## src/hw/uartAxiBridge_macros.svh

```systemverilog
// Byte-stream to AXI-Lite bridge constants for framing, CRC, signatures and queue sizing
`ifndef UART_AXI_BRIDGE_MACROS_SVH
`define UART_AXI_BRIDGE_MACROS_SVH

// Frame layout
`define MSG_BYTES 14
`define FRAME_BYTES 16

// Reflected CRC-16
`define CRC16_INIT 16'hFFFF
`define CRC16_POLY 16'hA001

// Fixed answer fields
`define NOP_ADDR_SIG 64'hDEAD_CAFE_1234_5678
`define NOP_DATA_SIG 32'h0000_0001
`define BAD_ADDR_SIG 64'h10BA_D0BA_D00D_AD00
`define BAD_DATA_SIG 32'hFFFF_FFFF

`define AXI_PROT_VALUE 3'b001
`define RESP_DEPTH 4

`endif

```

## src/hw/uartAxiBridgePkg.sv

```systemverilog
// Bridge package with command and response codes plus the CRC-16 byte update
`include "uartAxiBridge_macros.svh"

package uartAxiBridgePkg;

  // Low six bits of a command byte
  typedef enum logic [5:0]
  {
    OP_NOP   = 6'd0,
    OP_READ  = 6'd1,
    OP_WRITE = 6'd2
  } cmdOpcodeE;

  // Low six bits of a response byte with the AXI resp code above them
  typedef enum logic [5:0]
  {
    RSP_NOP        = 6'd0,
    RSP_READ       = 6'd1,
    RSP_WRITE      = 6'd2,
    RSP_INVALID    = 6'd3,
    RSP_BUSY_READ  = 6'd9,
    RSP_BUSY_WRITE = 6'd10
  } respCodeE;

  // Feeds one byte into the CRC starting at its LSB
  function automatic logic [15:0] crc16Update(input logic [15:0] crcIn,
                                              input logic [7:0] dataByte);
    logic [15:0] crc;
    crc = crcIn ^ {8'h00, dataByte};
    for (int i = 0; i < 8; i++)
    begin
      if (crc[0])
        crc = (crc >> 1) ^ `CRC16_POLY;
      else
        crc = crc >> 1;
    end
    return crc;
  endfunction

endpackage

```

## src/hw/commandEngine.sv

```systemverilog
// Command engine that dispatches commands, masters AXI-Lite and builds response messages
`timescale 1ns/100ps
`include "uartAxiBridge_macros.svh"

module commandEngine
  import uartAxiBridgePkg::*;
(
  input  logic                   clk,
  input  logic                   axi_resetn,
  input  logic                   cmdValid,
  input  logic [7:0]             cmdByte,
  input  logic [7:0]             cmdSeq,
  input  logic [63:0]            cmdAddr,
  input  logic [31:0]            cmdData,
  output logic [31:0]            axi_awaddr,
  output logic                   axi_awvalid,
  input  logic                   axi_awready,
  output logic [31:0]            axi_wdata,
  output logic                   axi_wvalid,
  input  logic                   axi_wready,
  input  logic [1:0]             axi_bresp,
  input  logic                   axi_bvalid,
  output logic                   axi_bready,
  output logic [31:0]            axi_araddr,
  output logic                   axi_arvalid,
  input  logic                   axi_arready,
  input  logic [31:0]            axi_rdata,
  input  logic [1:0]             axi_rresp,
  input  logic                   axi_rvalid,
  output logic                   axi_rready,
  input  logic                   respFull,
  output logic                   respPush,
  output logic [`MSG_BYTES*8-1:0] respMsg
);

  typedef enum logic [1:0] {RD_IDLE, RD_ADDR, RD_DATA, RD_DONE} readStateE;
  typedef enum logic [1:0] {WR_IDLE, WR_REQ, WR_RESP, WR_DONE} writeStateE;

  readStateE  rdState;
  writeStateE wrState;
  cmdOpcodeE  opcode;

  logic awDone, wDone, awHs, wHs;
  logic immValid, immPush, startRead, startWrite;
  logic rdPushOk, wrPushOk;
  logic [`MSG_BYTES*8-1:0] immMsg;

  // Transfer context kept for the echo in the response
  logic [7:0]  rdSeq, wrSeq;
  logic [63:0] rdAddr, wrAddr;
  logic [31:0] rdData, wrData;
  logic [1:0]  rdResp, wrResp;

  assign opcode = cmdOpcodeE'(cmdByte[5:0]);

  always_comb
  begin
    case (opcode)
      OP_NOP:
      begin
        immValid = 1'b1;
        immMsg   = {2'b00, RSP_NOP, cmdSeq, `NOP_ADDR_SIG, `NOP_DATA_SIG};
      end
      OP_READ:
      begin
        immValid = (rdState != RD_IDLE);
        immMsg   = {2'b00, RSP_BUSY_READ, cmdSeq, cmdAddr, 32'h0};
      end
      OP_WRITE:
      begin
        immValid = (wrState != WR_IDLE);
        immMsg   = {2'b00, RSP_BUSY_WRITE, cmdSeq, cmdAddr, cmdData};
      end
      default:
      begin
        immValid = 1'b1;
        immMsg   = {2'b00, RSP_INVALID, cmdSeq, `BAD_ADDR_SIG, `BAD_DATA_SIG};
      end
    endcase
  end

  assign immPush    = cmdValid && immValid;
  assign startRead  = cmdValid && (opcode == OP_READ) && (rdState == RD_IDLE);
  assign startWrite = cmdValid && (opcode == OP_WRITE) && (wrState == WR_IDLE);

  // Full flag lags a push by one cycle, so results never push back to back
  assign rdPushOk = (rdState == RD_DONE) && !respFull && !respPush && !immPush;
  assign wrPushOk = (wrState == WR_DONE) && !respFull && !respPush && !immPush && !rdPushOk;

  assign axi_arvalid = (rdState == RD_ADDR);
  assign axi_rready  = (rdState != RD_DONE);
  assign axi_awvalid = (wrState == WR_REQ) && !awDone;
  assign axi_wvalid  = (wrState == WR_REQ) && !wDone;
  assign axi_bready  = (wrState != WR_DONE);
  assign awHs        = axi_awvalid && axi_awready;
  assign wHs         = axi_wvalid && axi_wready;

  assign axi_araddr = rdAddr[31:0];
  assign axi_awaddr = wrAddr[31:0];
  assign axi_wdata  = wrData;

  always_ff @(posedge clk)
  begin
    if (!axi_resetn)
    begin
      rdState  <= RD_IDLE;
      wrState  <= WR_IDLE;
      awDone   <= 1'b0;
      wDone    <= 1'b0;
      respPush <= 1'b0;
    end
    else
    begin
      // Immediate answers that meet a full queue are lost
      respPush <= (immPush && !respFull) || rdPushOk || wrPushOk;

      case (rdState)
        RD_IDLE: if (startRead) rdState <= RD_ADDR;
        RD_ADDR: if (axi_arready) rdState <= RD_DATA;
        RD_DATA: if (axi_rvalid) rdState <= RD_DONE;
        RD_DONE: if (rdPushOk) rdState <= RD_IDLE;
      endcase

      case (wrState)
        WR_IDLE:
        begin
          if (startWrite)
          begin
            wrState <= WR_REQ;
            awDone  <= 1'b0;
            wDone   <= 1'b0;
          end
        end
        WR_REQ:
        begin
          // Address and data may complete in either order
          awDone <= awDone || awHs;
          wDone  <= wDone || wHs;
          if ((awDone || awHs) && (wDone || wHs))
            wrState <= WR_RESP;
        end
        WR_RESP: if (axi_bvalid) wrState <= WR_DONE;
        WR_DONE: if (wrPushOk) wrState <= WR_IDLE;
      endcase
    end
  end

  always_ff @(posedge clk)
  begin
    if (startRead)
    begin
      rdSeq  <= cmdSeq;
      rdAddr <= cmdAddr;
    end
    if ((rdState == RD_DATA) && axi_rvalid)
    begin
      rdData <= axi_rdata;
      rdResp <= axi_rresp;
    end
    if (startWrite)
    begin
      wrSeq  <= cmdSeq;
      wrAddr <= cmdAddr;
      wrData <= cmdData;
    end
    if ((wrState == WR_RESP) && axi_bvalid)
      wrResp <= axi_bresp;

    if (immPush)
      respMsg <= immMsg;
    else if (rdPushOk)
      respMsg <= {rdResp, RSP_READ, rdSeq, rdAddr, rdData};
    else if (wrPushOk)
      respMsg <= {wrResp, RSP_WRITE, wrSeq, wrAddr, wrData};
  end

endmodule

```

## src/hw/frameReceiver.sv

```systemverilog
// Frame receiver that slides a 16-byte window over the input and strobes out CRC-valid commands
`timescale 1ns/100ps
`include "uartAxiBridge_macros.svh"

module frameReceiver
  import uartAxiBridgePkg::*;
(
  input  logic        clk,
  input  logic        axi_resetn,
  input  logic [7:0]  rxByte,
  input  logic        rxByteValid,
  output logic        cmdValid,
  output logic [7:0]  cmdByte,
  output logic [7:0]  cmdSeq,
  output logic [63:0] cmdAddr,
  output logic [31:0] cmdData
);

  logic [`FRAME_BYTES*8-1:0] rxWindow;
  logic [`FRAME_BYTES*8-1:0] nextWindow;
  logic [4:0]                byteCount;
  logic [15:0]               calcCrc;
  logic [15:0]               rxCrc;
  logic                      frameMatch;

  // Window as it looks once the incoming byte is shifted in
  assign nextWindow = {rxWindow[`FRAME_BYTES*8-9:0], rxByte};

  // CRC travels low byte first, so the high byte is the newest
  assign rxCrc = {nextWindow[7:0], nextWindow[15:8]};

  always_comb
  begin
    calcCrc = `CRC16_INIT;
    for (int i = 0; i < `MSG_BYTES; i++)
    begin
      calcCrc = crc16Update(calcCrc, nextWindow[`FRAME_BYTES*8-1-8*i -: 8]);
    end
  end

  // Only test once the window holds a full frame
  assign frameMatch = rxByteValid && (byteCount >= 5'(`FRAME_BYTES - 1)) &&
                      (calcCrc == rxCrc);

  always_ff @(posedge clk)
  begin
    if (!axi_resetn)
    begin
      byteCount <= '0;
      cmdValid  <= 1'b0;
    end
    else
    begin
      cmdValid <= frameMatch;
      if (rxByteValid)
      begin
        // Good frame restarts the window, otherwise keep sliding
        if (frameMatch)
          byteCount <= '0;
        else if (byteCount < 5'(`FRAME_BYTES))
          byteCount <= byteCount + 5'd1;
      end
    end
  end

  always_ff @(posedge clk)
  begin
    if (rxByteValid)
      rxWindow <= nextWindow;
    if (frameMatch)
    begin
      cmdByte <= nextWindow[127:120];
      cmdSeq  <= nextWindow[119:112];
      cmdAddr <= nextWindow[111:48];
      cmdData <= nextWindow[47:16];
    end
  end

endmodule

```

## src/hw/frameTransmitter.sv

```systemverilog
// Frame transmitter that sends queued responses byte by byte and appends the CRC-16
`timescale 1ns/100ps
`include "uartAxiBridge_macros.svh"

module frameTransmitter
  import uartAxiBridgePkg::*;
(
  input  logic                    clk,
  input  logic                    axi_resetn,
  input  logic [`MSG_BYTES*8-1:0] respHead,
  input  logic                    respEmpty,
  output logic                    respPop,
  input  logic                    txReady,
  output logic [7:0]              txByte,
  output logic                    txByteStrobe
);

  typedef enum logic {TX_IDLE, TX_SEND} txStateE;

  txStateE                 txState;
  logic [`MSG_BYTES*8-1:0] txShift;
  logic [15:0]             txCrc;
  logic [3:0]              byteIdx;
  logic                    lastStrobe;

  // Take the head entry as soon as we are free
  assign respPop = (txState == TX_IDLE) && !respEmpty;

  // At most one byte per two cycles, and only while the sink is ready
  assign txByteStrobe = (txState == TX_SEND) && txReady && !lastStrobe;

  always_comb
  begin
    if (byteIdx < 4'(`MSG_BYTES))
      txByte = txShift[`MSG_BYTES*8-1 -: 8];
    else if (byteIdx == 4'(`MSG_BYTES))
      txByte = txCrc[7:0];
    else
      txByte = txCrc[15:8];
  end

  always_ff @(posedge clk)
  begin
    if (!axi_resetn)
    begin
      txState    <= TX_IDLE;
      byteIdx    <= '0;
      lastStrobe <= 1'b0;
    end
    else
    begin
      lastStrobe <= txByteStrobe;
      if (respPop)
      begin
        txState <= TX_SEND;
        byteIdx <= '0;
      end
      else if (txByteStrobe)
      begin
        byteIdx <= byteIdx + 4'd1;
        if (byteIdx == 4'(`FRAME_BYTES - 1))
          txState <= TX_IDLE;
      end
    end
  end

  // Running CRC over message bytes as they leave
  always_ff @(posedge clk)
  begin
    if (respPop)
    begin
      txShift <= respHead;
      txCrc   <= `CRC16_INIT;
    end
    else if (txByteStrobe && (byteIdx < 4'(`MSG_BYTES)))
    begin
      txShift <= {txShift[`MSG_BYTES*8-9:0], 8'h00};
      txCrc   <= crc16Update(txCrc, txShift[`MSG_BYTES*8-1 -: 8]);
    end
  end

endmodule

```

## src/hw/responseQueue.sv

```systemverilog
// Response queue holding 14-byte response messages in a circular FIFO
`timescale 1ns/100ps
`include "uartAxiBridge_macros.svh"

module responseQueue #(
  parameter int DEPTH = `RESP_DEPTH
) (
  input  logic                    clk,
  input  logic                    axi_resetn,
  input  logic                    respPush,
  input  logic [`MSG_BYTES*8-1:0] respMsg,
  input  logic                    respPop,
  output logic [`MSG_BYTES*8-1:0] respHead,
  output logic                    respFull,
  output logic                    respEmpty
);

  localparam int PTR_W = (DEPTH > 1) ? $clog2(DEPTH) : 1;

  logic [`MSG_BYTES*8-1:0] queueMem [DEPTH];
  logic [PTR_W-1:0]        wrPtr;
  logic [PTR_W-1:0]        rdPtr;
  logic [PTR_W:0]          count;
  logic                    doPush;
  logic                    doPop;

  // Overflow and underflow requests are ignored
  assign doPush = respPush && !respFull;
  assign doPop  = respPop && !respEmpty;

  assign respHead  = queueMem[rdPtr];
  assign respFull  = (count == (PTR_W+1)'(DEPTH));
  assign respEmpty = (count == '0);

  always_ff @(posedge clk)
  begin
    if (!axi_resetn)
    begin
      wrPtr <= '0;
      rdPtr <= '0;
      count <= '0;
    end
    else
    begin
      if (doPush)
        wrPtr <= (wrPtr == PTR_W'(DEPTH - 1)) ? '0 : wrPtr + 1'b1;
      if (doPop)
        rdPtr <= (rdPtr == PTR_W'(DEPTH - 1)) ? '0 : rdPtr + 1'b1;
      case ({doPush, doPop})
        2'b10:   count <= count + 1'b1;
        2'b01:   count <= count - 1'b1;
        default: count <= count;
      endcase
    end
  end

  always_ff @(posedge clk)
  begin
    if (doPush)
      queueMem[wrPtr] <= respMsg;
  end

endmodule

```

## src/hw/uartAxiBridge.sv

```systemverilog
// Bridge top level with byte streams in and out and an AXI4-Lite master toward the system
`timescale 1ns/100ps
`include "uartAxiBridge_macros.svh"

module uartAxiBridge (
  input  logic        clk,
  input  logic        axi_resetn,
  input  logic [7:0]  rxByte,
  input  logic        rxByteValid,
  input  logic        txReady,
  output logic [7:0]  txByte,
  output logic        txByteStrobe,
  output logic [31:0] axi_awaddr,
  output logic [2:0]  axi_awprot,
  output logic        axi_awvalid,
  input  logic        axi_awready,
  output logic [31:0] axi_wdata,
  output logic [3:0]  axi_wstrb,
  output logic        axi_wvalid,
  input  logic        axi_wready,
  input  logic [1:0]  axi_bresp,
  input  logic        axi_bvalid,
  output logic        axi_bready,
  output logic [31:0] axi_araddr,
  output logic [2:0]  axi_arprot,
  output logic        axi_arvalid,
  input  logic        axi_arready,
  input  logic [31:0] axi_rdata,
  input  logic [1:0]  axi_rresp,
  input  logic        axi_rvalid,
  output logic        axi_rready
);

  logic                    cmdValid;
  logic [7:0]              cmdByte;
  logic [7:0]              cmdSeq;
  logic [63:0]             cmdAddr;
  logic [31:0]             cmdData;
  logic                    respPush;
  logic [`MSG_BYTES*8-1:0] respMsg;
  logic                    respPop;
  logic [`MSG_BYTES*8-1:0] respHead;
  logic                    respFull;
  logic                    respEmpty;

  // Full-word writes only with fixed protection
  assign axi_awprot = `AXI_PROT_VALUE;
  assign axi_arprot = `AXI_PROT_VALUE;
  assign axi_wstrb  = 4'hF;

  frameReceiver i_frameReceiver (
    .clk(clk), .axi_resetn(axi_resetn),
    .rxByte(rxByte), .rxByteValid(rxByteValid),
    .cmdValid(cmdValid), .cmdByte(cmdByte), .cmdSeq(cmdSeq),
    .cmdAddr(cmdAddr), .cmdData(cmdData)
  );

  commandEngine i_commandEngine (
    .clk(clk), .axi_resetn(axi_resetn),
    .cmdValid(cmdValid), .cmdByte(cmdByte), .cmdSeq(cmdSeq),
    .cmdAddr(cmdAddr), .cmdData(cmdData),
    .axi_awaddr(axi_awaddr), .axi_awvalid(axi_awvalid), .axi_awready(axi_awready),
    .axi_wdata(axi_wdata), .axi_wvalid(axi_wvalid), .axi_wready(axi_wready),
    .axi_bresp(axi_bresp), .axi_bvalid(axi_bvalid), .axi_bready(axi_bready),
    .axi_araddr(axi_araddr), .axi_arvalid(axi_arvalid), .axi_arready(axi_arready),
    .axi_rdata(axi_rdata), .axi_rresp(axi_rresp), .axi_rvalid(axi_rvalid),
    .axi_rready(axi_rready),
    .respFull(respFull), .respPush(respPush), .respMsg(respMsg)
  );

  responseQueue #(.DEPTH(`RESP_DEPTH)) i_responseQueue (
    .clk(clk), .axi_resetn(axi_resetn),
    .respPush(respPush), .respMsg(respMsg), .respPop(respPop),
    .respHead(respHead), .respFull(respFull), .respEmpty(respEmpty)
  );

  frameTransmitter i_frameTransmitter (
    .clk(clk), .axi_resetn(axi_resetn),
    .respHead(respHead), .respEmpty(respEmpty), .respPop(respPop),
    .txReady(txReady), .txByte(txByte), .txByteStrobe(txByteStrobe)
  );

endmodule

```

## config.mk

```make
export PLATFORM = sky130hd
export DESIGN_NAME = uartAxiBridge
export DESIGN_NICKNAME = d
export VERILOG_FILES = /design/src/hw/uartAxiBridgePkg.sv /design/src/hw/commandEngine.sv /design/src/hw/frameReceiver.sv /design/src/hw/frameTransmitter.sv /design/src/hw/responseQueue.sv /design/src/hw/uartAxiBridge.sv
export VERILOG_INCLUDE_DIRS = /design/src /design/src/hw
export SDC_FILE = /design/constraint.sdc
export NUM_CORES = 1
export LEC_CHECK = 0
export ABC_AREA = 1
export BUFFER_PORTS_ARGS = -buffer_cell sky130_fd_sc_hd__buf_2
export CORE_MARGIN = 1
export CORE_UTILIZATION = 35
export CTS_BUF_LIST = sky130_fd_sc_hd__clkbuf_8 sky130_fd_sc_hd__clkbuf_16
export CTS_CLUSTER_SIZE = 14
export DETAILED_ROUTE_END_ITERATION = 6
export PLACE_DENSITY = 0.47
export SETUP_SLACK_MARGIN = 0.3
export SYNTH_ARGS = -nofsm -noshare
export SYNTH_HDL_FRONTEND = slang
export SYNTH_HIERARCHICAL = 1
export SYNTH_SLANG_ARGS = --single-unit
```

## constraint.sdc

```tcl
create_clock -name clk -period 8.15 [get_ports clk]
set_input_delay 1.63 -clock clk [delete_from_list [all_inputs] [get_ports clk]]
set_output_delay 1.63 -clock clk [all_outputs]
set_load 0.01 [all_outputs]
```

==> run_results.csv <==
group,metric,value,unit
clock_tree,ctsRootBufferMaster,"clkbuf_16",
critical_path,path_max_fanout,30,
global_routing,grt_pass1_vias,26800,
routing,first_pass_iters,7,
timing,rsz0062_at_grt,"no",
global_routing,grt_overflow,0,
routing,first_iter_violations,2237,
timing,period_minus_slack,6.86,ns
critical_path,cp_num_buf_inv,5,
cells_and_area,final_cells,5833,
critical_path,cp_common_cell,"nand2_1",
clock_tree,cts-buffers-inserted,131,
timing,slew_headroom,26.3,%
cells_and_area,utilization,40.0,%
critical_path,r2r-start,"i_frameReceiver/rxWindow[116]",
cells_and_area,layout-drive-gt1-share,13.0,%
routing,ant_nets,0,
cells_and_area,final_nets,4016,
routing,route.detailed.drc,0,
place,numPortBuffers,162,
place,dpl_cell_area,0.0499,mm^2
critical_path,critPathMaxStageDelay,0.47,ns
timing,setup_viol,0,
clock_tree,ctsHoldBuffers,0,
synthesis,syn-cell-area,0.0478,mm^2
place,gp_congestion,0.826,
cells_and_area,fillers,12900,
cells_and_area,n_antenna_cell,0,
routing,routedWlPerCell,20.7,um
critical_path,worstPathArrival,7.32,ns
global_routing,grt_pass1_wl,178,mm
timing,fmax,146,MHz
clock_tree,clock_latency,0.77,ns
cells_and_area,final_common_cell,"edfxtp_1",
critical_path,crit_start,"i_frameReceiver/rxWindow[116]",
die,ios,173,
global_routing,antenna_found_initial,4,
critical_path,cp_top_family,"simple AND/OR/NAND/NOR gates",
clock_tree,clockBufferDepth,3,
die,coreArea,0.135,mm^2
clock_tree,htreeDepth,4,
min_path,hold_path_class,"reg2reg",
critical_path,cp-end-kind,"register",
cells_and_area,syn_to_final_growth,13.4,%
synthesis,synth_warnings,6,
routing,wirelength,121,mm
die,initial_core_util,35.3,%
min_path,hold_path_startpoint,"i_frameReceiver/cmdData[3]",
die,fp.dieW,371,um
synthesis,syn_inst,3822,
timing,period_share,84.1,%
routing,via_per_inst,4.81,
clock_tree,cts_tree,"built",
global_routing,grt_max_degree,183,
critical_path,crit_slowest_cell,"edfxtp_1",
run,cap_violations,0,
global_routing,grt_util_all_layers,17.4,%
timing,drv_slew,0,
cells_and_area,final_cell_mix,"edfxtp_1, nand2_1, nor2_1",
timing,fin_worst_skew,0.0262,ns
die,dieHeight,371,um
run_status,status,"finished, final reports clean",
timing,setup_tns,0,ns
place,dp_cells,5592,
clock_tree,clock_sinks,1155,
critical_path,critPathRequiredTime,8.61,ns
place,dp_hpwl,74.6,mm
critical_path,cp-start-kind,"register",
routing,num_vias,28100,
die,die-area,0.138,mm^2
die,rows,135,
cells_and_area,fin_area,0.0542,mm^2
timing,worstMarginPinSlew,1.10,ns
critical_path,path_class,"reg2reg",
clock_tree,path_clk_slew,0.06,ns
synthesis,syn_area_per_cell,12.5,um^2
timing,finalHoldViolations,0,
## path summary, 6_finish.rpt
| kind | end | slack [ns] | depth (start not counted) |
|---|---|---|---|
| worst max-delay path | i_frameReceiver/cmdAddr[9] | 1.29 | 58 |
| worst min-delay path | i_commandEngine/axi_wdata[3] | 0.45 | 0 |
| worst max register to register | i_frameReceiver/cmdAddr[9] | 1.29 | 58 |
| worst min register to register | i_commandEngine/axi_wdata[3] | 0.45 | 0 |
## final cells by class
type | instances | area, um^2 | share of cell area (%)
Timing Repair Buffer | 195 | 1120 | 2.07
Tap cell | 1781 | 2230 | 4.11
Sequential cell | 1155 | 34300 | 63.2
Clock buffer | 132 | 3290 | 6.08
Multi-Input combinational cell | 2252 | 11400 | 21.1
Clock inverter | 109 | 1000 | 1.85
Inverter | 209 | 818 | 1.51
## through the flow
stage	worst slack, ns	hold slack [ns]
finish	1.29	0.450
global placement	1.04	0.434
detailed placement	0.994	0.435
floorplan	1.53	0.421
global route	0.349	0.466
CTS	0.939	0.449
## registers in the layout (all words and copies together) (netlist names), 3 cells and up, named ones only
register,count
i_frameTransmitter/txShift,112
i_frameReceiver/rxWindow,120
i_frameReceiver/cmdData,32
i_commandEngine/wrSeq,8
i_frameTransmitter/txCrc,16
i_frameTransmitter/byteIdx,4
i_commandEngine/rdSeq,8
i_commandEngine/wrAddr,64
i_frameReceiver/cmdSeq,8
i_responseQueue/queueMem,448
i_frameReceiver/byteCount,5
i_commandEngine/rdData,32
i_frameReceiver/cmdByte,6
i_commandEngine/rdAddr,64
i_commandEngine/axi_wdata,32
i_commandEngine/respMsg,109
i_frameReceiver/cmdAddr,64
i_responseQueue/count,3
## timing repair
item	CTS	global route
endpoints found under the setup margin	0	86
resized for setup	0	3
buffers inserted	0	0
## layer usage
layer / up-vias / wire length (um) / share of wire (%) / track usage [%]
met2: 548 / 54600 / 45 / 26.7
met1: 13800 / 58200 / 48 / 25.3
met5: - / 0 / 0 / 0
met3: 155 / 5200 / 4.3 / 3.11
li1: 13600 / - / - / -
met4: 0 / 2700 / 2.2 / 5.04
Power is not shown: default switching activity piles up to over one toggle a cycle in this logic, so the estimate is an artifact.
